**src/design/core_config.svh**
```systemverilog
`ifndef CORE_CONFIG_SVH
`define CORE_CONFIG_SVH

// ==================================================
// register files
`define AREG_NUM	32
`define ZERO_REG	5'd31		// hard zero, never renamed
`define PRF_NUM		64
`define PRF_IDX_W	6

// window sizes
`define ROB_NUM		16
`define ROB_IDX_W	4
`define RS_NUM		4

// ==================================================
// opcodes and function codes
`define OP_INTA		6'h10		// integer arithmetic
`define OP_INTL		6'h11		// integer logic
`define OP_PAL		6'h00		// call_pal, only halt kept

`define F_ADDQ		7'h20
`define F_SUBQ		7'h29
`define F_CMPEQ		7'h2d
`define F_AND		7'h00
`define F_BIS		7'h20		// alpha name for or
`define F_XOR		7'h40

// status codes
`define ST_NO_ERROR	4'h0
`define ST_HALT		4'h2
`define ST_ILLEGAL	4'h3

`endif

```
**src/design/core_pkg.sv**
```systemverilog
`include "core_config.svh"

package core_pkg;

	typedef logic [`PRF_IDX_W-1:0] preg_t;		// physical tag
	typedef logic [`ROB_IDX_W-1:0] rob_idx_t;	// rob slot

	// alu operation, encoded at dispatch
	typedef enum logic [2:0] {
		ADD		= 3'd0,
		SUB		= 3'd1,
		CMPEQ	= 3'd2,
		AND		= 3'd3,
		OR		= 3'd4,
		XOR		= 3'd5
	} alu_op_e;

endpackage

```
**src/design/isa_pkg.sv**
```systemverilog
`include "core_config.svh"

package isa_pkg;

	typedef logic [$clog2(`AREG_NUM)-1:0] areg_t;	// architectural register index

	// operate format, register form
	typedef struct packed {
		logic	[5:0]	opcode;
		areg_t			ra;
		areg_t			rb;
		logic	[2:0]	sbz;		// should be zero
		logic			is_lit;		// bit 12, low here
		logic	[6:0]	func;
		areg_t			rc;
	} op_reg_t;

	// operate format, literal form
	// 8 bits of literal sit where rb and sbz were
	typedef struct packed {
		logic	[5:0]	opcode;
		areg_t			ra;
		logic	[7:0]	lit;
		logic			is_lit;		// bit 12, high here
		logic	[6:0]	func;
		areg_t			rc;
	} op_lit_t;

	// one word, two readings; is_lit picks the valid one
	typedef union packed {
		op_reg_t	r;
		op_lit_t	l;
	} inst_u;

	// core error status
	typedef enum logic [3:0] {
		NO_ERROR			= `ST_NO_ERROR,
		HALTED_ON_HALT		= `ST_HALT,
		HALTED_ON_ILLEGAL	= `ST_ILLEGAL
	} status_e;

endpackage

```
**src/design/dispatch.sv**
```systemverilog
`timescale 1ns/10ps
`include "core_config.svh"

module dispatch
	import isa_pkg::*;
	import core_pkg::*;
(
	input					clk,
	input					rst_i,
	input					inst_vld_i,
	input	inst_u			inst_i,
	input					rob_full_i,
	input					rs_full_i,
	input					free_vld_i,
	output	logic			inst_rdy_o,
	output	logic			disp_en_o,
	output	areg_t			ra_o,
	output	areg_t			rb_o,
	output	areg_t			rc_o,
	output	logic			opb_lit_o,
	output	logic	[7:0]	lit_o,
	output	alu_op_e		alu_op_o,
	output	logic			to_rs_o,
	output	logic			halt_o,
	output	logic			illegal_o
);

	logic	stop_q;		// sticky once a halt or illegal is taken

	// ==================================================
	// decode
	always_comb begin
		alu_op_o  = ADD;
		halt_o    = 1'b0;
		illegal_o = 1'b0;
		case (inst_i.r.opcode)
			`OP_INTA: begin
				case (inst_i.r.func)
					`F_ADDQ:	alu_op_o = ADD;
					`F_SUBQ:	alu_op_o = SUB;
					`F_CMPEQ:	alu_op_o = CMPEQ;
					default:	illegal_o = 1'b1;
				endcase
			end
			`OP_INTL: begin
				case (inst_i.r.func)
					`F_AND:		alu_op_o = AND;
					`F_BIS:		alu_op_o = OR;
					`F_XOR:		alu_op_o = XOR;
					default:	illegal_o = 1'b1;
				endcase
			end
			`OP_PAL: begin
				halt_o    = (inst_i[25:0] == 26'h0);	// pal function 0 is halt
				illegal_o = !halt_o;
			end
			default:	illegal_o = 1'b1;
		endcase
	end

	assign to_rs_o   = !(halt_o || illegal_o);
	assign opb_lit_o = inst_i.r.is_lit;
	assign lit_o     = inst_i.l.lit;		// only meaningful in literal form
	assign ra_o      = inst_i.r.ra;
	// literal form points b at r31, which is always ready
	assign rb_o      = inst_i.r.is_lit ? `ZERO_REG : inst_i.r.rb;
	assign rc_o      = to_rs_o ? inst_i.r.rc : `ZERO_REG;	// halt/illegal renames nothing

	// free-list term applies to every word including an r31 dest
	assign inst_rdy_o = !stop_q && !rob_full_i && !rs_full_i && free_vld_i;
	assign disp_en_o  = inst_vld_i && inst_rdy_o;

	always_ff @(posedge clk) begin
		if (rst_i)
			stop_q <= 1'b0;
		else if (disp_en_o && !to_rs_o)
			stop_q <= 1'b1;
	end

	// a stalled word stays put until it is taken
	a_hold_word: assert property (@(posedge clk) disable iff (rst_i)
		(inst_vld_i && !inst_rdy_o) |=> $stable(inst_i));

endmodule

```
**config.mk**
```make
export PLATFORM = sky130hd
export DESIGN_NAME = dispatch
export DESIGN_NICKNAME = d
export VERILOG_FILES = /design/src/design/core_pkg.sv /design/src/design/isa_pkg.sv /design/src/design/dispatch.sv
export VERILOG_INCLUDE_DIRS = /design/src /design/src/design
export SDC_FILE = /design/constraint.sdc
export NUM_CORES = 1
export LEC_CHECK = 0
export ABC_AREA = 1
export ABC_CLOCK_PERIOD_IN_PS = 1350
export BUFFER_PORTS_ARGS = -buffer_cell sky130_fd_sc_hd__buf_2
export CORE_UTILIZATION = 32
export DETAILED_ROUTE_END_ITERATION = 10
export GPL_TIMING_DRIVEN = 1
export PLACE_DENSITY = 0.84
export SLEW_MARGIN = 20
export SYNTH_ARGS = -nofsm -noshare
export SYNTH_HDL_FRONTEND = slang
export SYNTH_SLANG_ARGS = --single-unit
```
**constraint.sdc**
```tcl
create_clock -name clk -period 1.35 [get_ports clk]
set_input_delay 0.0675 -clock clk [delete_from_list [all_inputs] [get_ports clk]]
set_output_delay 0.0675 -clock clk [all_outputs]
set_load 0.01 [all_outputs]
```
# Yosys cells after proc, flatten, opt, wreduce, memory -nomap -nowiden
# Cells that the tools add are included.
# word_totals
regBits	1
output_inout_bits	32
in_bits	38
# classes
muxes	9
reduce_logical	16
n_eq_ne	6
# ops
op	n
26-bit zero test	1
7-bit by 6-bit == test with 1-bit output, second input constant	3
6-bit by 5-bit == test with 1-bit output, second input constant	2
5-bit 2-to-1 mux	2
3-bit one-hot mux with 3 select lines	1
7-bit == test, second input constant	1
7-bit zero test	1
6-bit zero test	1
3-bit one-hot mux with 2 select lines	1
3-bit OR reduction	2
1-bit logical AND	5
1-bit zero test	5
2-bit one-hot mux with 2 select lines	1
1-bit 2-to-1 mux	3
1-bit one-hot mux with 3 select lines	1
1-bit logical OR	1

# Depth between registers and ports, before layout
# logic_depth
ltp_word	6
mapped_depth	10

# Worst setup path before layout
# OpenSTA, ideal clock, no wires.
# synth_timing
path_kind	reg-to-reg
startpoint	register stop_q
endpoint	register stop_q
arrival_ns	1.076
setup_ns	0.070
period_less_slack_ns	1.146
stages_incl_launch_ff	7
path_slack_ns	0.204
t_required_ns	1.280
cell_sequence	dfxtp_1 > inv_1 > nand2_1 > nor3_1 > and2_1 > nand2_1 > a21oi_1
# synth_between
elab_chain_cells	6
# synth_lines
element	line	source
from (decl)	dispatch.sv:28	logic stop_q;
from (signal assigned)	dispatch.sv:75	stop_q <= 1'b0;
from (signal assigned)	dispatch.sv:77	stop_q <= 1'b1;
1-bit zero test	dispatch.sv:70	assign inst_rdy_o = !stop_q && !rob_full_i && !rs_full_i && free_vld_i;
1-bit logical AND (3 in series)	dispatch.sv:70	
net inst_rdy_o	dispatch.sv:15	output logic inst_rdy_o,
1-bit logical AND	dispatch.sv:71	assign disp_en_o = inst_vld_i && inst_rdy_o;
net disp_en_o	dispatch.sv:16	output logic disp_en_o,
1-bit logical AND	dispatch.sv:76	else if (disp_en_o && !to_rs_o)
# The timed path passes the listed nets, and every way through them passes these cells.
# A chain may end at the register's enable or synchronous reset.

# Worst setup path after layout
# layout_timing
startpoint	input inst_i[31] in the netlist's numbering
endpoint	output rc_o[2]
# layout_between
elab_chain_cells	4
word_cells_on_any_way	7
# layout_lines
element	line	source
from (decl)	dispatch.sv:11	input inst_u inst_i,
6-bit by 5-bit == test with 1-bit output / 6-bit zero test (equally long branches)	dispatch.sv:36	case (inst_i.r.opcode)
1-bit one-hot mux with 3 select lines / 1-bit 2-to-1 mux (equally long branches)	dispatch.sv:36	
1-bit logical OR (*)	dispatch.sv:61	assign to_rs_o = !(halt_o || illegal_o);
5-bit 2-to-1 mux (no source line) (*)	-	
to (decl)	dispatch.sv:19	output areg_t rc_o,
# Every way passes the cells marked *; elsewhere a longest branch is shown, timed or not.

==> flow_summary.ini <==
[logic_synthesis]
synth_area_leaders = buf_4, nand2_1, inv_1, nand3_1, nor2_1
syn_nets = 133
synth.yosys.seq_area_share_pct = 3.95
synth_cell_types = 22
syn_area_um2 = 507
syn_inst = 95
ys.warnings.count = 0
synth-seq-cells = 1
postSynthAreaPerCell_um2 = 5.33
synth.largest_area_cell = buf_4
yosysTopAreaCellShare_pct = 20.7

[worst_setup_path]
cpMaxStageDelayCell = or2_1
critPathTopFamily = simple AND/OR/NAND/NOR gates
crit_required_ns = 1.28
path_cells = buf_2, inv_1, nand2_2, nor3_2, nand2_1, o21ai_1, nand3_2, or2_1, buf_2
cp_num_buf_inv = 3
arrival_ns = 1.13
crit_type = in -> out
rr_worst_depth = 6
cp_common_cell = buf_2
endpoint_kind = output pin
r2r_start = stop_q
reg2reg_to = stop_q
timing.critical_path.from_type = input port
cp_num_cells = 9
worstPathMaxFanout = 3
r2r_slack_ns = 0.37
cp_slowest_stage_delay_ns = 0.21

[final_layout]
reg.largest.list = stop_q (1)
nNetsFinal = 190
fillCellCount = 130
stdcell_area_um2 = 766
largest_reg_flops = 1
antenna_cells = 0
syn_to_final_growth_pct = 51.1
top_register = stop_q
drive_above_1_share_pct = 56.0

[die]
io_pins = 70
dieArea_um2 = 1750
rows = 13
core_um2 = 1380
initial_core_util_pct = 36.7
die_h_um = 41.8
die_w_um = 41.8

[run_status]
status = complete, no violations

[clock_network]
clk-insertion-delay-late_ns = 0
postCtsHoldBufs = 0
clkTransAtPathRegs_ns = 0
postCtsSetupRepairBufs = 0
cts_resized = 0

[timing]
skew_ns = 0
slew_violations = 0
timing.fmax_mhz = 833
setup_viol = 0
setup_tns_ns = 0
slew-limit-headroom_pct = 82.3
tightest_slew_ns = 0.263
period_minus_slack_ns = 1.20
fin_crit_sh_pct = 88.9
rsz0062_at_grt = no
hold_viol_final = 0
whs_ns = 0.234

[placed_design]
routabilityCongestion = 0.761
place_area_um2 = 766
port_buffers = 69
dp_hpwl_um = 1380

[power_and_ir_drop]
p_leak_nw = 0.436
peakVddDrop_uv = 159
switchingPower_mw = 0.0908
comb_power_share_pct = 84.6
p_seq_share_pct = 15.4
powerDensity_nw_per_um2 = 267
intPower_mw = 0.114
power_mw = 0.205
power_frac_clock_pct = 0
switching_share_pct = 44.4

[route]
vias = 761
drt-vias-per-instance = 4.61
drt_first_iter_violations = 2
drc = 0
antenna_left = 0
drt-pass1-iter-count = 3
wl_per_cell_um = 9.14
wl_um = 1510

[grt]
track_usage_pct = 16.4
overflow = 0
grt_pass1_vias = 647
grt_pass1_wl_um = 2430
antenna_found_initial = 0
grt_max_degree = 7

[job]
drv_cap = 0

[worst_hold_path]
hp-start = rst_i
holdPathEnd = stop_q
whs_path_depth = 2
holdCritPathClass = in -> reg
[power by group through the flow]
stage,Clock (mW),Sequential (mW),Combinational [mW]
6_report,0,0.0316,0.173
5_1_grt,0,0.0318,0.193
4_1_cts,0,0.0316,0.174
3_5_place_dp,0,0.0316,0.174
3_3_place_gp,0,0.0315,0.169
2_1_floorplan,0,0.0314,0.0977
[cells by family after synthesis]
group | share of synthesized area (%)
compound gates | 5.18
buf+inv | 32.6
flops | 3.95
simple gates | 58.3
[through the flow]
step                      instances  utilization [%]  worst slack [ns]
after global placement          165             55.4             0.162
after global routing            165             55.4            0.0400
final                           165             55.4             0.149
after CTS                       165             55.4             0.137
after detailed placement        165             55.4             0.143
after floorplan                  95                -             0.204
[worst register-to-register path, cell delays in order (launching register included)]
cell and delay [ns]:
dfxtp_1 0.28, inv_1 0.06, nand2_1 0.05, nor3_1 0.16, and2_1 0.18, nand2_1 0.06, a21oi_1 0.12
[area by class of cell]
type / count / area (um2) / share of cell area [%]
sequential: 1 / 20.0 / 2.61
inverter: 16 / 60.1 / 7.84
tap: 15 / 18.8 / 2.45
multi-input combinational: 64 / 322 / 42.0
timing repair buffer: 69 / 345 / 45.1
[synth_stat cells]
| library cell | number |
|---|---|
| nor2_4 | 1 |
| and2_1 | 1 |
| nor4_1 | 2 |
| o21ai_1 | 1 |
| a21oi_1 | 2 |
| nor3_1 | 4 |
| inv_1 | 14 |
| nor2_1 | 10 |
| buf_4 | 14 |
| or2_1 | 1 |
| or3_1 | 1 |
| o22ai_1 | 1 |
| inv_2 | 2 |
| dfxtp_1 | 1 |
| nand3_1 | 9 |
| nand2_2 | 3 |
| nand3_2 | 1 |
| nor3_2 | 1 |
| o21ai_0 | 1 |
| or2_2 | 5 |
| nand2_1 | 18 |
| nor2_2 | 2 |
[worst max-delay path by stage]
stage	start	slack, ns	end
2_1_floorplan	stop_q	0.20	stop_q
3_3_place_gp	inst_i[8]	0.16	rc_o[2]
3_5_place_dp	inst_i[31]	0.14	rc_o[2]
4_1_cts	inst_i[8]	0.14	rc_o[2]
5_1_grt	inst_i[7]	0.04	rc_o[2]
6_report	inst_i[31]	0.15	rc_o[2]
[per-layer routing]
| layer | GRT usage [%] | vias up | share of wire (%) |
|---|---|---|---|
| met4 | 0 | 0 | 0 |
| met1 | 18.8 | 328 | 40 |
| met3 | 1.74 | 0 | 8.6 |
| met5 | 0 | - | 0 |
| li1 | - | 397 | - |
| met2 | 33.4 | 36 | 51 |
[cells in the final DEF, fill, tap and decap left out]
cell     instances
or3_1            1
nand2_2          3
o22ai_1          1
nor2_2           2
a21oi_1          2
nor3_2           1
inv_1           14
nor2_1          10
nor4_1           2
o21ai_0          1
nand3_1          9
inv_2            2
dfxtp_1          1
nor2_4           1
nand2_1         18
and2_1           1
buf_2           69
o21ai_1          1
or2_2            5
nand3_2          1
or2_1            1
nor3_1           4
No activity file was read; power rests on OpenSTA's default activity.
