$ cat src/design/core_config.svh
`ifndef CORE_CONFIG_SVH
`define CORE_CONFIG_SVH

// ==================================================
// register files
`define AREG_NUM	32
`define ZERO_REG	5'd31		// hard zero, never renamed
`define PRF_NUM		64
`define PRF_IDX_W	6

// window sizes
`define ROB_NUM		16
`define ROB_IDX_W	4
`define RS_NUM		4

// ==================================================
// opcodes and function codes
`define OP_INTA		6'h10		// integer arithmetic
`define OP_INTL		6'h11		// integer logic
`define OP_PAL		6'h00		// call_pal, only halt kept

`define F_ADDQ		7'h20
`define F_SUBQ		7'h29
`define F_CMPEQ		7'h2d
`define F_AND		7'h00
`define F_BIS		7'h20		// alpha name for or
`define F_XOR		7'h40

// status codes
`define ST_NO_ERROR	4'h0
`define ST_HALT		4'h2
`define ST_ILLEGAL	4'h3

`endif

$ cat src/design/core_pkg.sv
`include "core_config.svh"

package core_pkg;

	typedef logic [`PRF_IDX_W-1:0] preg_t;		// physical tag
	typedef logic [`ROB_IDX_W-1:0] rob_idx_t;	// rob slot

	// alu operation, encoded at dispatch
	typedef enum logic [2:0] {
		ADD		= 3'd0,
		SUB		= 3'd1,
		CMPEQ	= 3'd2,
		AND		= 3'd3,
		OR		= 3'd4,
		XOR		= 3'd5
	} alu_op_e;

endpackage

$ cat src/design/rs.sv
`timescale 1ns/10ps
`include "core_config.svh"

module rs
	import core_pkg::*;
(
	input					clk,
	input					rst_i,
	input					disp_en_i,
	input					to_rs_i,
	input	preg_t			opa_tag_i,
	input	preg_t			opb_tag_i,
	input					opa_rdy_i,
	input					opb_rdy_i,
	input					opb_lit_i,
	input	[7:0]			lit_i,
	input	preg_t			dest_tag_i,
	input					dest_zero_i,
	input	alu_op_e		alu_op_i,
	input	rob_idx_t		rob_idx_i,
	input					cdb_vld_i,
	input	preg_t			cdb_tag_i,
	output	logic			rs_full_o,
	output	logic			iss_vld_o,
	output	preg_t			iss_opa_tag_o,
	output	preg_t			iss_opb_tag_o,
	output	logic	[7:0]	iss_lit_o,
	output	logic			iss_use_lit_o,
	output	alu_op_e		iss_op_o,
	output	preg_t			iss_dest_tag_o,
	output	logic			iss_dest_zero_o,
	output	rob_idx_t		iss_rob_idx_o
);

	// age counts younger entries still held, so it never passes RS_NUM-1
	localparam int IDX_W = $clog2(`RS_NUM);

	logic	[`RS_NUM-1:0]	vld_q;
	logic	[`RS_NUM-1:0]	ra_q;		// operand a ready
	logic	[`RS_NUM-1:0]	rb_q;		// operand b ready
	preg_t					ta_q [`RS_NUM];
	preg_t					tb_q [`RS_NUM];
	preg_t					td_q [`RS_NUM];
	logic	[7:0]			lit_q [`RS_NUM];
	logic	[`RS_NUM-1:0]	use_lit_q;
	logic	[`RS_NUM-1:0]	dz_q;
	alu_op_e				op_q [`RS_NUM];
	rob_idx_t				rob_q [`RS_NUM];
	logic	[IDX_W-1:0]		age_q [`RS_NUM];

	logic	[`RS_NUM-1:0]	rdy;
	logic					any_rdy;
	logic	[IDX_W-1:0]		sel_idx;
	logic	[IDX_W-1:0]		free_idx;
	logic					ins;		// new entry this cycle

	assign rdy       = vld_q & ra_q & rb_q;
	assign rs_full_o = &vld_q;
	assign ins       = disp_en_i && to_rs_i;

	// ==================================================
	// pick oldest ready
	always_comb begin
		any_rdy = 1'b0;
		sel_idx = '0;
		for (int i = 0; i < `RS_NUM; i++) begin
			if (rdy[i] && (!any_rdy || (age_q[i] > age_q[sel_idx]))) begin
				any_rdy = 1'b1;
				sel_idx = IDX_W'(i);
			end
		end
	end

	// lowest empty slot
	always_comb begin
		free_idx = '0;
		for (int i = `RS_NUM-1; i >= 0; i--) begin
			if (!vld_q[i])
				free_idx = IDX_W'(i);
		end
	end

	assign iss_vld_o       = any_rdy;
	assign iss_opa_tag_o   = ta_q[sel_idx];
	assign iss_opb_tag_o   = tb_q[sel_idx];
	assign iss_lit_o       = lit_q[sel_idx];
	assign iss_use_lit_o   = use_lit_q[sel_idx];
	assign iss_op_o        = op_q[sel_idx];
	assign iss_dest_tag_o  = td_q[sel_idx];
	assign iss_dest_zero_o = dz_q[sel_idx];
	assign iss_rob_idx_o   = rob_q[sel_idx];

	// ==================================================
	always_ff @(posedge clk) begin
		if (rst_i) begin
			vld_q <= '0;
		end else begin
			if (any_rdy)
				vld_q[sel_idx] <= 1'b0;		// freed on issue
			if (ins)
				vld_q[free_idx] <= 1'b1;
		end
	end

	always_ff @(posedge clk) begin
		for (int i = 0; i < `RS_NUM; i++) begin
			// wakeup
			if (cdb_vld_i && (ta_q[i] == cdb_tag_i))
				ra_q[i] <= 1'b1;
			if (cdb_vld_i && (tb_q[i] == cdb_tag_i))
				rb_q[i] <= 1'b1;
			// +1 for a newcomer, -1 when a younger one leaves
			age_q[i] <= age_q[i] + IDX_W'(ins)
				- IDX_W'(any_rdy && (age_q[i] > age_q[sel_idx]));
		end
		if (ins) begin
			ta_q[free_idx]      <= opa_tag_i;
			tb_q[free_idx]      <= opb_tag_i;
			ra_q[free_idx]      <= opa_rdy_i;
			rb_q[free_idx]      <= opb_rdy_i;
			td_q[free_idx]      <= dest_tag_i;
			dz_q[free_idx]      <= dest_zero_i;
			lit_q[free_idx]     <= lit_i;
			use_lit_q[free_idx] <= opb_lit_i;
			op_q[free_idx]      <= alu_op_i;
			rob_q[free_idx]     <= rob_idx_i;
			age_q[free_idx]     <= '0;		// youngest
		end
	end

endmodule

$ cat config.mk
export PLATFORM = sky130hd
export DESIGN_NAME = rs
export DESIGN_NICKNAME = d
export VERILOG_FILES = /design/src/design/core_pkg.sv /design/src/design/rs.sv
export VERILOG_INCLUDE_DIRS = /design/src /design/src/design
export SDC_FILE = /design/constraint.sdc
export NUM_CORES = 1
export LEC_CHECK = 0
export BUFFER_PORTS_ARGS = -buffer_cell sky130_fd_sc_hd__buf_4
export CELL_PAD_IN_SITES_DETAIL_PLACEMENT = 1
export CELL_PAD_IN_SITES_GLOBAL_PLACEMENT = 1
export CORE_MARGIN = 2
export CORE_UTILIZATION = 45
export CTS_BUF_LIST = sky130_fd_sc_hd__clkbuf_4
export DETAILED_ROUTE_END_ITERATION = 6
export GPL_TIMING_DRIVEN = 0
export PLACE_DENSITY_LB_ADDON = 0.3
export SLEW_MARGIN = 20
export SYNTH_ARGS = -nofsm -noshare
export SYNTH_HDL_FRONTEND = slang
export SYNTH_SLANG_ARGS = --single-unit
$ cat constraint.sdc
create_clock -name clk -period 7.6 [get_ports clk]
set_input_delay 0.38 -clock clk [delete_from_list [all_inputs] [get_ports clk]]
set_output_delay 0.38 -clock clk [all_outputs]
set_load 0.01 [all_outputs]
-- Yosys cells after proc, flatten, opt, wreduce, memory -nomap -nowiden
Memories as Yosys holds them, arrays and structs flattened.
Cells that the tools add are included.
- bits in registers: 20
- RAM bits: 140
- input port bits: 48
- output and inout port bits: 37
- word-level logic and storage cells: 107
- memories kept: 7
- add/subtract/negate cells: 8
- magnitude comparators: 11
- equality and inequality tests: 8
- multiplexer cells: 38
- bitwise gates (word level): 5
- reductions and logical operators: 25
- memory list (memory ; depth ; bits a word ; rd ports ; clocked after Yosys merged registers in ; write ports ; line ; text):
    lit_q ; 4 ; 8 ; 1 ; 0 ; 1 ; rs.sv:44 ; logic [7:0] lit_q [`RS_NUM];
    ta_q ; 4 ; 6 ; 5 ; 0 ; 1 ; rs.sv:41 ; preg_t ta_q [`RS_NUM];
    tb_q ; 4 ; 6 ; 5 ; 0 ; 1 ; rs.sv:42 ; preg_t tb_q [`RS_NUM];
    td_q ; 4 ; 6 ; 1 ; 0 ; 1 ; rs.sv:43 ; preg_t td_q [`RS_NUM];
    rob_q ; 4 ; 4 ; 1 ; 0 ; 1 ; rs.sv:48 ; rob_idx_t rob_q [`RS_NUM];
    op_q ; 4 ; 3 ; 1 ; 0 ; 1 ; rs.sv:47 ; alu_op_e op_q [`RS_NUM];
    1 more memories ; n/a ; n/a ; n/a ; n/a ; n/a ; n/a ;
- operator list (cell ; number):
    $eq 6x6->1 ; 8
    $mux 4 ; 5
    $mux 1 ; 19
    $logic_and 1x1->1 ; 18
    $bwmux 4 ; 4
    $gt 2x2->1 ; 7
    $and 4x4->4 ; 3
    $mux 2 ; 6
    $add 2x1->2 ; 4
    $sub 2x1->2 ; 4
    $lt 2x3->1 const B ; 2
    $bmux 1 s2 ; 2
    $demux 1 s2 ; 2
    $ge 2x1->1 const B ; 2
    $not 4->4 ; 1
    $or 4x4->4 ; 1
    $reduce_and 4->1 ; 1
    $logic_not 1->1 ; 3
    $logic_or 1x1->1 ; 3

-- Depth between registers and ports, before layout
An unclocked memory read counts as a cell.
- depth in word-level cells: 27
- depth in mapped cells: 29
- gate-level depth less buffers: 26

-- Worst setup path after synthesis
Ideal clock, no wire load.
- kind: flip-flop to flip-flop
- start point: memory age_q[0][1] in the netlist's numbering
- end point: memory age_q[0][1] in the netlist's numbering
- library setup time: 221 ps
- arrival time: 5167 ps
- required time: 7379 ps
- path slack: 2212 ps
- cell stages (with the launch flop): 30
- path buffers: 3
- clock period less this slack: 5388 ps
- path through: dfxtp_1 -> inv_1 -> ha_1 -> nor2b_4 -> o21ai_2 -> a21oi_4 -> mux2i_1 -> ha_1 -> nor2b_1 -> o21ai_1 -> a21oi_1 -> buf_2 -> buf_2 -> mux2_2 -> ha_1 -> nor2b_1 -> o21ai_1 -> a21o_1 -> buf_6 -> mux2_4 -> ha_1 -> nor2_1 -> o211ai_1 -> o211ai_1 -> ha_1 -> inv_1 -> ha_1 -> xnor2_1 -> xnor2_1 -> nor2_1
- RTL lines (element ; line ; text):
    start, declared ; rs.sv:49 ; logic [IDX_W-1:0] age_q [`RS_NUM];

==> metrics <==
Slew @ Worst Pin=approximately 0.77 ns; Vias/cell=between 5 and 6; Syn Area/Cell=~14 um2; Power Density=216.5 mW/mm2; Placer Congestion=about 0.80; Clk pwr share=0.229; vias in the first global route=between 5000 and 6000; Vias=about 4700; main combinational cell family by area after synthesis=compound AO/OA/AOI/OAI gates; FF/Latch Area=0.004604 mm2; Longest Clk Path Bufs=2; HPWL after detailed placement=around 12000 um; TritonRoute pass-1 iters=4; GRT Util Overall=0.2310; Routed Antenna Nets=0; total chip power=~1800 uW; Max Fclk=~160 MHz; io pins=between 80 and 90; share of cells above drive strength 1=0.2224; CP Max Fanout=10; Final Hold Viols=0; final slew viol count=0; TritonCTS buffer count=17; htree depth=4; crit end category=output pin; Reg power frac=0.561; # clock sinks=160; HP Class=in2reg; Multi-input gate area=between 0.002 and 0.0025 mm2; area of the mapped netlist=around 0.007 mm2; Post-Synth Adder-Cell Area=0.03233; first-pass GRT wire length=about 28000 um; DIE HEIGHT=between 100 and 150 um; nets=707; signal arrival time at the worst endpoint=5.83 ns; post-cts resize count=0; row cnt=45; pre-CTS WS=1.450 ns; Layout Cells excl Fill=approximately 840; RSZ-0062 raised after global routing=false; Seq/Total Area, Yosys=0.6609; CTS tree=yes; Gate Count Post-Synth=about 500; switch share=0.2929; initial core utilization=0.4600; die width=128.4 um; Int Pwr=1307 uW; period utilization=0.8174; Worst setup SP type=register; EDFF count, synth=140; slew margin rel.=0.4832; grt ovf=0; Setup TNS=0 ns; status=complete, no violations; Post-CTS Setup Repair Bufs=0; die area=between 0.015 and 0.02 mm2; number of fill cells=between 1000 and 1500; drc violations=0; Worst VDD drop=approximately 0.13 mV; compound-cell area share of the yosys netlist=0.1293; Min Clock Period, post-route=around 6.2 ns; routed len/inst=roughly 22 um; Clk Tree Root Cell=clkbuf_4; pin count of the biggest net entering global routing=28; # setup viols final=0; Placeable Area=approximately 0.015 mm2; synthesis-stage register bit count=160; clk slew on worst S/H paths=~0.13 ns; WP data required=7.22 ns; FFs w/ async S/R, synth=0; final setup margin=~1.4 ns; Post-Synth Simple-Gate Area=0.06825; placed insts=just under 800; critical path type=reg2out; Syn Nets=567; post-synthesis mux area share=0.008261; Gate power share=0.210; initial antenna violation count=1; WL final=between 15000 and 20000 um; Yosys cell types=47; port buffer count=77; Post-Synth XOR/XNOR Area=0.07040; Clock Latency Late Sink=0.54 ns; DR iter-0 viols=~300; Util after Layout=0.5637; area grow syn2layout=22.54%; clock skew=about 0.013 ns; Leak=between 0.003 and 0.004 uW; Psw=between 500 and 600 uW; most frequently used flop master after synthesis=edfxtp_1; max cap viols=0; yosys synthesis warning count=0
[registers in the layout (all words and copies together) (netlist names)]
name / flops
lit_q: 32
ta_q: 24
tb_q: 24
td_q: 24
rob_q: 16
op_q: 12
age_q: 8
dz_q: 4
ra_q: 4
rb_q: 4
use_lit_q: 4
vld_q: 4
[per-layer routing]
metal / wire (um) / global-route usage / up-vias
li1: - / - / 2200
met5: 0 / 0 / -
met2: 9719 / 0.4136 / 135
met4: 153 / 0.06335 / 0
met3: 879 / 0.04865 / 11
met1: 7441 / 0.2842 / 2398
[cells in the mapped netlist (2+ instances only)]
cell,number,share of area
buf_1,2,0.0011
nor2b_1,7,0.0063
nand3_1,9,0.0065
nor4_1,8,0.0072
o211ai_1,6,0.0065
a21oi_1,13,0.0093
a221oi_1,13,0.016
o21ai_1,35,0.025
xnor2_1,32,0.040
o21ai_2,2,0.0025
nand2_1,19,0.010
dfxtp_1,20,0.057
nor3_1,9,0.0065
buf_2,8,0.0057
buf_4,3,0.0032
mux2_2,2,0.0032
o21ai_0,3,0.0022
xor2_1,24,0.030
clkbuf_1,8,0.0043
nor2_1,22,0.012
nand4_1,8,0.0072
buf_6,4,0.0065
inv_1,18,0.0097
ha_1,18,0.032
edfxtp_1,140,0.60
mux2i_1,2,0.0029
a22oi_1,46,0.050
[path summary, 6_finish.rpt]
path / from / endpoint / slack, ns / depth (start not counted)
min reg2reg: rb_q[3] / rb_q[3] / 0.56 / 2
max reg2reg: age_q[0][1] / age_q[2][1] / 1.39 / 29
max: age_q[0][1] / iss_opb_tag_o[5] / 1.39 / 22
min: opb_tag_i[0] / tb_q[3][0] / 0.06 / 1
[cell type report]
type                    count  share of cell area
repair buffers            121              0.1282
inverters                  18            0.007914
well taps                 188             0.02755
multi-input cells         298              0.2547
diodes                      2           0.0005863
clock inverters            11            0.007914
flip-flops and latches    160              0.5394
clock buffers              19             0.01671
plain buffers              25             0.01700
[cell families after synthesis]
family | count (synthesis)
flops | 160
compound gates | 129
simple gates | 90
xor+xnor | 56
buf+inv | 43
fa+ha+maj | 18
mux | 5
[what timing repair did]
| action | 4_1_cts | 5_1_grt |
|---|---|---|
| endpoints found under the hold margin | 110 | 12 |
| hold buffers | 32 | 3 |
| endpoints found under the setup margin | 0 | 0 |
[power groups by stage]
stage	sequential, uW	combinational, uW	clock, uW
CTS	1040	392	430
detailed placement	1060	374	0
floorplan	1050	263	0
global placement	1060	348	0
global route	1040	441	470
finish	1040	389	423
[critical path, cell delays in order (launching register included)]
cell and delay, ns:
dfxtp_1 0.39, inv_1 0.12, ha_1 0.31, nor2b_4 0.14, o21ai_2 0.09, a21oi_4 0.25, mux2i_1 0.31, ha_1 0.28
nand2_1 0.09, o21ai_1 0.11, a21oi_1 0.23, buf_2 0.30, buf_2 0.31, mux2_2 0.38, ha_1 0.28, nor2b_1 0.13
o21ai_1 0.23, a21oi_2 0.17, nor3_4 0.50, buf_6 0.24, nand2_1 0.07, o21ai_0 0.13, buf_4 0.18
[cells in the final DEF (no fill, tap or decap), drive strengths merged, types with 2 or more instances in the layout]
cell type / n
a21oi: 15
dlygate4sd3: 35
ha: 18
xor2: 24
mux2i: 2
nand4: 8
xnor2: 32
nand2: 19
a22oi: 46
nor2: 22
clkinv: 6
buf: 103
edfxtp: 140
o211ai: 6
nand3: 10
nor3: 11
o21ai: 40
mux2: 3
nor2b: 8
clkbuf: 27
diode: 2
dfxtp: 20
inv: 20
and3: 2
a221oi: 14
nor4: 8
clkinvlp: 3
[metrics by stage]
| stage | hold slack (ns) | instance area (um2) |
|---|---|---|
| after floorplan | 0.4491 | 6967 |
| after global placement | 0.5053 | 7780 |
| after detailed placement | 0.5304 | 7971 |
| after CTS | 0.0001638 | 8502 |
| after global routing | -0.001624 | 8537 |
| final | 0.05563 | 8537 |
(Power assumes the default switching activity.)
