<file path="config.mk">
export PLATFORM = sky130hd
export DESIGN_NAME = free_list
export DESIGN_NICKNAME = d
export VERILOG_FILES = /design/src/design/core_pkg.sv /design/src/design/free_list.sv
export VERILOG_INCLUDE_DIRS = /design/src /design/src/design
export SDC_FILE = /design/constraint.sdc
export NUM_CORES = 1
export LEC_CHECK = 0
export BUFFER_PORTS_ARGS = -buffer_cell sky130_fd_sc_hd__buf_4
export CAP_MARGIN = 20
export CORE_MARGIN = 2
export CORE_UTILIZATION = 30
export DETAILED_ROUTE_END_ITERATION = 8
export PLACE_DENSITY = 0.44
export SLEW_MARGIN = 20
export SYNTH_ARGS = -nofsm -noshare
export SYNTH_HDL_FRONTEND = slang
export SYNTH_SLANG_ARGS = --single-unit
</file>
<file path="constraint.sdc">
create_clock -name clk -period 2.29 [get_ports clk]
set_clock_uncertainty 0.15 [all_clocks]
set_input_delay 0.3435 -clock clk [delete_from_list [all_inputs] [get_ports clk]]
set_output_delay 0.3435 -clock clk [all_outputs]
set_load 0.02 [all_outputs]
</file>
<file path="src/design/core_config.svh">
`ifndef CORE_CONFIG_SVH
`define CORE_CONFIG_SVH

// ==================================================
// register files
`define AREG_NUM	32
`define ZERO_REG	5'd31		// hard zero, never renamed
`define PRF_NUM		64
`define PRF_IDX_W	6

// window sizes
`define ROB_NUM		16
`define ROB_IDX_W	4
`define RS_NUM		4

// ==================================================
// opcodes and function codes
`define OP_INTA		6'h10		// integer arithmetic
`define OP_INTL		6'h11		// integer logic
`define OP_PAL		6'h00		// call_pal, only halt kept

`define F_ADDQ		7'h20
`define F_SUBQ		7'h29
`define F_CMPEQ		7'h2d
`define F_AND		7'h00
`define F_BIS		7'h20		// alpha name for or
`define F_XOR		7'h40

// status codes
`define ST_NO_ERROR	4'h0
`define ST_HALT		4'h2
`define ST_ILLEGAL	4'h3

`endif

</file>
<file path="src/design/core_pkg.sv">
`include "core_config.svh"

package core_pkg;

	typedef logic [`PRF_IDX_W-1:0] preg_t;		// physical tag
	typedef logic [`ROB_IDX_W-1:0] rob_idx_t;	// rob slot

	// alu operation, encoded at dispatch
	typedef enum logic [2:0] {
		ADD		= 3'd0,
		SUB		= 3'd1,
		CMPEQ	= 3'd2,
		AND		= 3'd3,
		OR		= 3'd4,
		XOR		= 3'd5
	} alu_op_e;

endpackage

</file>
<file path="src/design/free_list.sv">
`timescale 1ns/10ps
`include "core_config.svh"

module free_list
	import core_pkg::*;
(
	input					clk,
	input					rst_i,
	input					pop_i,
	input					push_i,
	input	preg_t			push_tag_i,
	output	logic			free_vld_o,
	output	preg_t			free_tag_o
);

	localparam int FL_NUM   = `PRF_NUM - `AREG_NUM;	// tags not held by the arch state
	localparam int FL_PTR_W = $clog2(FL_NUM);

	preg_t					q [FL_NUM];
	logic	[FL_PTR_W-1:0]	head_q;
	logic	[FL_PTR_W-1:0]	tail_q;
	logic	[FL_PTR_W:0]	cnt_q;

	assign free_vld_o = (cnt_q != '0);
	assign free_tag_o = q[head_q];

	always_ff @(posedge clk) begin
		if (rst_i) begin
			for (int i = 0; i < FL_NUM; i++)
				q[i] <= preg_t'(`AREG_NUM + i);		// tags 32..63 start free
			head_q <= '0;
			tail_q <= '0;
			cnt_q  <= (FL_PTR_W+1)'(FL_NUM);
		end else begin
			if (pop_i)
				head_q <= head_q + 1'b1;
			if (push_i) begin
				q[tail_q] <= push_tag_i;	// old tag back from retire
				tail_q    <= tail_q + 1'b1;
			end
			cnt_q <= cnt_q + (FL_PTR_W+1)'(push_i) - (FL_PTR_W+1)'(pop_i);
		end
	end

	// dispatch only pops what is there
	a_pop_empty: assert property (@(posedge clk) disable iff (rst_i)
		pop_i |-> free_vld_o);

	// retire never hands back more tags than exist
	a_push_full: assert property (@(posedge clk) disable iff (rst_i)
		push_i |-> (cnt_q < FL_NUM));

endmodule

</file>
* Word-level counts from Yosys, hierarchy flattened *
Memories as Yosys holds them, arrays and structs flattened. A register that Yosys moved wholly into a read port is not among the register bits.
Index checks and enable logic that the tools add are counted.

word-level totals
  flip-flop bits (word level) = 16
  bits in writable memories = 192
  memories kept = 1
  input bits = 10
  bits in read-only memories = 0
  logic and storage cells = 20
  latch bits = 0

memories
  memory  depth  bits a word  read ports  clocked after memory_dff  write ports  RTL line         RTL
  q       32     6            1           1                         32           free_list.sv:19  preg_t q [FL_NUM];

cells by class
  multiply operators = 0
  bitwise operators = 0
  order comparisons = 0
  equality and inequality tests = 0
  multiplexer cells = 10
  divide/modulo/power cells = 0
  $add $sub $neg = 4
  reductions and logical operators = 2
  shift-type cells = 0

operators by type and width
  operator                                     number
  2-to-1 mux 5 bit                             3
  adder 5 x 1 -> 5 bit, second input constant  2
  adder 6 x 1 -> 6 bit                         1
  2-to-1 mux 1 bit                             6
  2-to-1 mux 6 bit                             1
  nonzero test 6 bit                           1
  OR reduction 6 bit                           1
  subtractor 6 x 1 -> 6 bit                    1

* Longest topological paths before layout *
Gate-level depths: netlist (run 1).

  depth in word-level cells = 5
  depth in mapped cells = 9

* Worst setup path before layout (run 1) *
Ideal clock, no wire load.

  path type = register to output
  from = register (tool-made name)
  to = output port free_tag_o[4]
  path slack = 98 ps
  arrival = 1,698 ps
  cell stages (with the launch flop) = 6
  path buffers = 2
  path through = dfxtp_1 -> buf_6 -> buf_2 -> mux4_2 -> a221oi_1 -> nand3_1

RTL lines
  item       RTL line         RTL
  to (decl)  free_list.sv:13  output preg_t free_tag_o

==> results of run 1 <==
## what timing repair did
item / 4_1_cts / 5_1_grt
hold buffers: 4 / 0
endpoints found under the hold margin: 4 / 0
gates resized for setup: 29 / 5
setup endpoints to repair: 6 / 6
cloned: 1 / 0
buffers inserted: 4 / 2
pin swaps: 14 / 6
## power breakdown
| group | switching [W] | leakage [nW] | internal [W] |
|---|---|---|---|
| registers | 0.0000495 | 1.76 | 0.00433 |
| clock network | 0.00160 | 0.373 | 0.00211 |
| logic | 0.000588 | 1.48 | 0.000456 |
## worst max-delay path, cell delays in order, from the launching register on
cell,delay (ps)
dfxtp_4,370
buf_12,130
buf_12,130
buf_12,130
mux4_2,550
a221oi_2,260
buf_4,170
nand3_4,80
buf_6,140
## registers in the layout (all words and copies together) (netlist names), named ones only
| register | cells |
|---|---|
| q | 192 |
| tail_q | 5 |
| head_q | 5 |
| cnt_q | 6 |
## metal layers
layer | part of all wire | global-route usage | vias to the layer above
li1 | - | - | 2929
met1 | 0.43 | 0.190 | 3110
met2 | 0.50 | 0.264 | 128
met3 | 0.036 | 0.0252 | 50
met4 | 0.035 | 0.0522 | 0
met5 | 0 | 0 | -
## final timing paths
| path | startpoint | to | slack [ps] | cells after the start |
|---|---|---|---|---|
| max | register | free_tag_o[3] | -700 | 8 |
| min | pop_i | head_q[0] | 40 | 3 |
| max reg2reg | tail_q[2] | q[4][5] | 240 | 4 |
| min reg2reg | head_q[4] | register | 390 | 2 |
## placed cells by master (no fill, tap or decap), drive strengths merged, types with 2 or more instances in the layout
cell / instances
a21oi: 14
a221oi: 6
a22o: 6
a22oi: 12
and2: 33
and3: 2
buf: 79
clkbuf: 27
clkinv: 14
clkinvlp: 2
dfxtp: 21
dlygate4sd3: 4
edfxtp: 192
ha: 13
inv: 14
mux2i: 50
mux4: 24
nand2: 64
nand2b: 7
nand3: 19
nand3b: 3
nand4: 5
nor2: 52
nor2b: 5
nor3: 42
nor3b: 2
nor4b: 2
o21bai: 3
or2: 36
or3: 62
or3b: 2
xnor2: 5
xor2: 6
## metrics by stage
step | setup slack [ps] | TNS [ps] | instances | hold slack (ps)
after CTS | -733 | -4220 | 1276 | 24.2
after global placement | -324 | -1540 | 1223 | 370
after floorplan | 98.4 | 0 | 774 | 335
final | -699 | -4100 | 1277 | 41.6
after detailed placement | -357 | -1720 | 1223 | 376
after global routing | -817 | -4660 | 1277 | 53.8
## logic make-up after synthesis
family          count (synthesis)  share of synthesized area
xor+xnor                       11                    0.00963
compound gates                 44                     0.0315
flops                         213                      0.618
buf+inv                        80                     0.0355
simple gates                  338                      0.178
mux                            74                      0.109
fa+ha+maj                      14                     0.0183
## final cells by class
class                   count  area [um^2]
repair buffers             83          818
flip-flops and latches    213         6190
fillers                  3189        20800
clock buffers              27          633
inverters                  13         48.8
clock inverters            18          126
multi-input cells         481         3550
well taps                 442          553
==> results.md, run 1 <==
* Status: finished, violations left
* Violated checks: negative setup slack
* Row count at 66
* Mapped Nets at between 700 and 800
* Clock buffer depth at 3
* Die Span Y at around 190 um
* Max Cap Violations at 0
* Slew @ Worst Pin at about 770 ps
* Critical path arrival at around 2500 ps
* Commonest cells in the netlist: edfxtp_1 (192), nand2_1 (63), or3_1 (60), nor2_1 (52), mux2i_1 (50)
* Residual DRC at 0
* RePlAce Congestion at around 0.83
* DIE AREA at 34800 um^2
* Yosys warns at 0
* Port bufs at 16
* Total power at 0.00914 W
* Cell area after layout at 11900 um^2
* Final Hold Vio Count at 0
* Power per standard cell area at roughly 770 nW/um^2
* Largest net degree at the start of global routing at 37
* Predominant post-synthesis flop cell: edfxtp_1
* Via count at approximately 6200
* TritonCTS clock tree: yes
* Total CTS buffers at 25
* Post-route ant nets at 0
* Fmax at between 300 and 400 MHz
* Layout cell share with drive strength beyond 1 at 0.216
* Nets@finish at 841
* DP Area at between 10000 and 15000 um^2
* Maximum vdd drop at roughly 500 uV
* Area growth, synth to finish at 19.2%
* Total clock sinks at ~210
* Final core utilization at 0.365
* Global-route wire length before repair at approximately 40 mm
* Total wire length at 26.0 mm
* Syn_area_per_cell at around 13 um^2
* Yosys reg bits at approximately 210
* Vias in the first global route at between 6000 and 7000
* Post-synth top area cell: edfxtp_1
* Crit Path Class: reg -> out
* Leak at around 3.6 nW
* Post-synth ARST share at 0
* Antenna violations before repair at 0
* Post-DP HPWL at 17.5 mm
* Critical Path RT at between 1500 and 2000 ps
* Seq/Total Area, Yosys at 0.618
* Yosys cell types at between 40 and 50
* CTS root buf: clkbuf_16
* Clock period minus worst slack at roughly 3000 ps
* EDFF count, synth at 192
* Post-Syn Area at roughly 10000 um^2
* Total Routing Usage GR at 0.151
* Yosys top cell area share at 0.576
* Critical-path maximum fanout at 8
* Die width at 187 um
* Dominant cell by count in the synthesized netlist: edfxtp_1
* Worst Setup End Kind: output pin
* Remaining global-route overflow at 0
* Final Max Tran Viols at 0
* Synthesized instance count at 774
* Critical path startpoint category: register
* RSZ-0062 raised after global routing: true
* Clk_lat worst skew at between 500 and 600 ps
* I/O pin total at 17
* Initial core utilization at 0.306
* Relative slew slack at 0.484
* Final Cycle Share at 1.31
* Setup violators final at 6
* Final worst slack at -699 ps
* Worst-path clk slew at approximately 60 ps
* Vias/cell at roughly 5
* CTS H-tree depth at 1
* Initial DRT Pass Iterations at 6
* WL/cell at around 20 um
* Initial DRC count at roughly 430
* Antenna diodes at 0
* Core Box Area at around 33000 um^2
* Min-delay worst type: in -> reg
* Top post-synthesis cells by area: edfxtp_1 (58%), mux2i_1 (5.0%), dfxtp_1 (4.2%)
Note: power is estimated with default switching activity, not from simulation.
==> run 2: changes to the inputs <==
--- a/config.mk
+++ b/config.mk
@@ -8,11 +8,14 @@
 export LEC_CHECK = 0
 export BUFFER_PORTS_ARGS = -buffer_cell sky130_fd_sc_hd__buf_4
 export CAP_MARGIN = 20
+export CELL_PAD_IN_SITES_DETAIL_PLACEMENT = 0
+export CELL_PAD_IN_SITES_GLOBAL_PLACEMENT = 1
 export CORE_MARGIN = 2
 export CORE_UTILIZATION = 30
 export DETAILED_ROUTE_END_ITERATION = 8
-export PLACE_DENSITY = 0.44
+export PLACE_DENSITY = 0.47
 export SLEW_MARGIN = 20
 export SYNTH_ARGS = -nofsm -noshare
 export SYNTH_HDL_FRONTEND = slang
 export SYNTH_SLANG_ARGS = --single-unit
+export TNS_END_PERCENT = 10
==> results.md, run 2 (synthesis results as in run 1) <==
* DIE AREA at 34800 um^2 (unchanged)
* Final Max Tran Viols at 0 (unchanged)
* Critical-path maximum fanout at 6 (-2)
* Vias/cell at 4.92 (+1.1%)
* Clock period minus worst slack at 2990 ps (+5.22 ps)
* Post-route ant nets at 0 (unchanged)
* Dpl cells at 1233 (+0.82%)
* Relative slew slack at 0.457 (-0.0269)
* Final worst slack at -704 ps (-5.22 ps)
* Worst Hold Depth at 3 (unchanged)
* Antenna diodes at 0 (unchanged)
* Worst-path clk slew at 60 ps (about the same)
* Clock buffer depth at 3 (unchanged)
* Fmax at 334 MHz (-0.17%)
* CTS root buf: clkbuf_16
* Reg2Reg Depth at 4 (unchanged)
* Finished Layout Cells at 1286 (+0.70%)
* Reg2Reg Capture Point: q[19][1]
* Leak at 3.65 nW (+1.1%)
* Violated checks: negative setup slack
* Fill count at 3176 (-0.41%)
* Row count at 66 (unchanged)
* Layout cell share with drive strength beyond 1 at 0.224 (+0.00836)
* Max Cap Violations at 0 (unchanged)
* Critical Path RT at 1800 ps (about the same)
* R2R Path Start: tail_q[2]
* Total CTS buffers at 26 (+4.0%)
* Total wire length at 27.5 mm (+5.7%)
* Die width at 187 um (unchanged)
* Largest regs: q x192, cnt_q x6
* Remaining global-route overflow at 0 (unchanged)
* Clk_lat worst skew at 520 ps (about the same)
* Most frequent cells in the layout: edfxtp_1 (192), buf_4 (67), nand2_1 (63)
* Area growth, synth to finish at 19.8%
* Maximum vdd drop at 478 uV (-4.5%)
* Initial DRT Pass Iterations at 5 (-1)
* Critical path startpoint category: register
* Most frequent CP cell: buf_12
* WL/cell at 21.4 um (+5.0%)
* Max reg flops at 192 (unchanged)
* Flop-to-flop setup slack at 240 ps (about the same)
* TritonCTS clock tree: yes
* Slew @ Worst Pin at 813 ps (+41.4 ps)
* Final Hold Vio Count at 0 (unchanged)
* CTS H-tree depth at 1 (unchanged)
* Area occupied by multi-input gates at 3520 um^2 (-0.95%)
* Initial core utilization at 0.306 (unchanged)
* Register area at 6190 um^2 (unchanged)
* Initial DRC count at 499 (+17%)
* Total clock sinks at 213 (unchanged)
* Final core utilization at 0.366 (+0.00172)
* Total Routing Usage GR at 0.159 (+0.00763)
* Critical Path Max Stage Delay at 620 ps (+70 ps)
* Via count at 6332 (+1.8%)
* Largest net degree at the start of global routing at 37 (unchanged)
* Die Span Y at 187 um (unchanged)
* Post-DP HPWL at 18.2 mm (+4.3%)
* Power per standard cell area at 773 nW/um^2 (+0.94%)
* Place WS at -364 ps (-7.50 ps)
* Worst Setup End Kind: output pin
* RSZ-0062 raised after global routing: true
* CP max-delay cell: mux4_1
* Final Cycle Share at 1.31 (+0.00228)
* Most common cell after layout, fill and taps aside: edfxtp_1
* Worst path cell trace: buf_12, buf_12, mux4_1, a221oi_4, nand3_1, buf_4
* Residual DRC at 0 (unchanged)
* Antenna violations before repair at 0 (unchanged)
* Port bufs at 16 (unchanged)
* Setup violators final at 6 (unchanged)
* I/O pin total at 17 (unchanged)
* Crit Path Class: reg -> out
* Global-route wire length before repair at 41.9 mm (+4.5%)
* Nets@finish at 849 (+0.95%)
* Register with the most flip-flops: q
* Min-delay worst type: in -> reg
* Core Box Area at 32700 um^2 (unchanged)
* RePlAce Congestion at 0.808 (-3.1%)
* Critical path arrival at 2500 ps (about the same)
* Vias in the first global route at 6523 (+0.77%)
* Hold path start: pop_i
* Status: finished, violations left
-- run 2: power breakdown --
part	internal [W]	total (W)	leakage, nW	switching (W)
combinational	0.000463	0.00106	1.50	0.000594
clock	0.00221	0.00383	0.389	0.00161
sequential	0.00433	0.00438	1.76	0.0000489
total	0.00701	0.00927	3.65	0.00226
-- run 2: area by class of cell --
cell class,count,share of cell area
Clock inverter,10,0.00418
Timing Repair Buffer,90,0.0738
Tap cell,442,0.0462
Inverter,13,0.00407
Clock buffer,37,0.0612
Sequential cell,213,0.517
Multi-Input combinational cell,481,0.294
-- run 2: routing by layer --
| metal | track usage | vias up | wire [um] |
|---|---|---|---|
| li1 | - | 2944 | - |
| met1 | 0.220 | 3196 | 12600 |
| met2 | 0.263 | 152 | 13100 |
| met3 | 0.0220 | 40 | 1220 |
| met4 | 0.0415 | 0 | 576 |
| met5 | 0 | - | 0 |
-- run 2: metrics by stage --
stage               power [W]  setup TNS [ps]  hold slack [ps]  cell area (um^2)
global placement      0.00544           -1460              377             11000
finish                0.00927           -4040             45.7             12000
global route          0.00963           -4520             56.4             12000
detailed placement    0.00547           -1640              384             11000
floorplan             0.00511               0              335             10000
CTS                   0.00938           -4430             22.4             12000
-- run 2: worst max path at each step --
stage | end | slack, ps | start
finish | free_tag_o[0] | -700 | register
floorplan | free_tag_o[4] | 100 | register
CTS | free_tag_o[4] | -760 | register
detailed placement | free_tag_o[5] | -360 | register
global route | free_tag_o[1] | -800 | register
global placement | free_tag_o[5] | -360 | register
-- run 2: critical path: cells and delay by family (launching register included) --
kind                   cells  cell delay (ps)
AOI/OAI and AO/OA          1              430
buffers and inverters      3              420
DFF                        1              370
muxes                      1              620
and+or+nand+nor            1              130
-- run 2: what timing repair did --
action / 4_1_cts / 5_1_grt
pin swaps: 6 / 5
setup endpoints to repair: 6 / 6
resized for setup: 29 / 2
endpoints found under the hold margin: 3 / 0
hold buffers: 2 / 0
gates cloned: 1 / 0
buffers inserted: 2 / 1
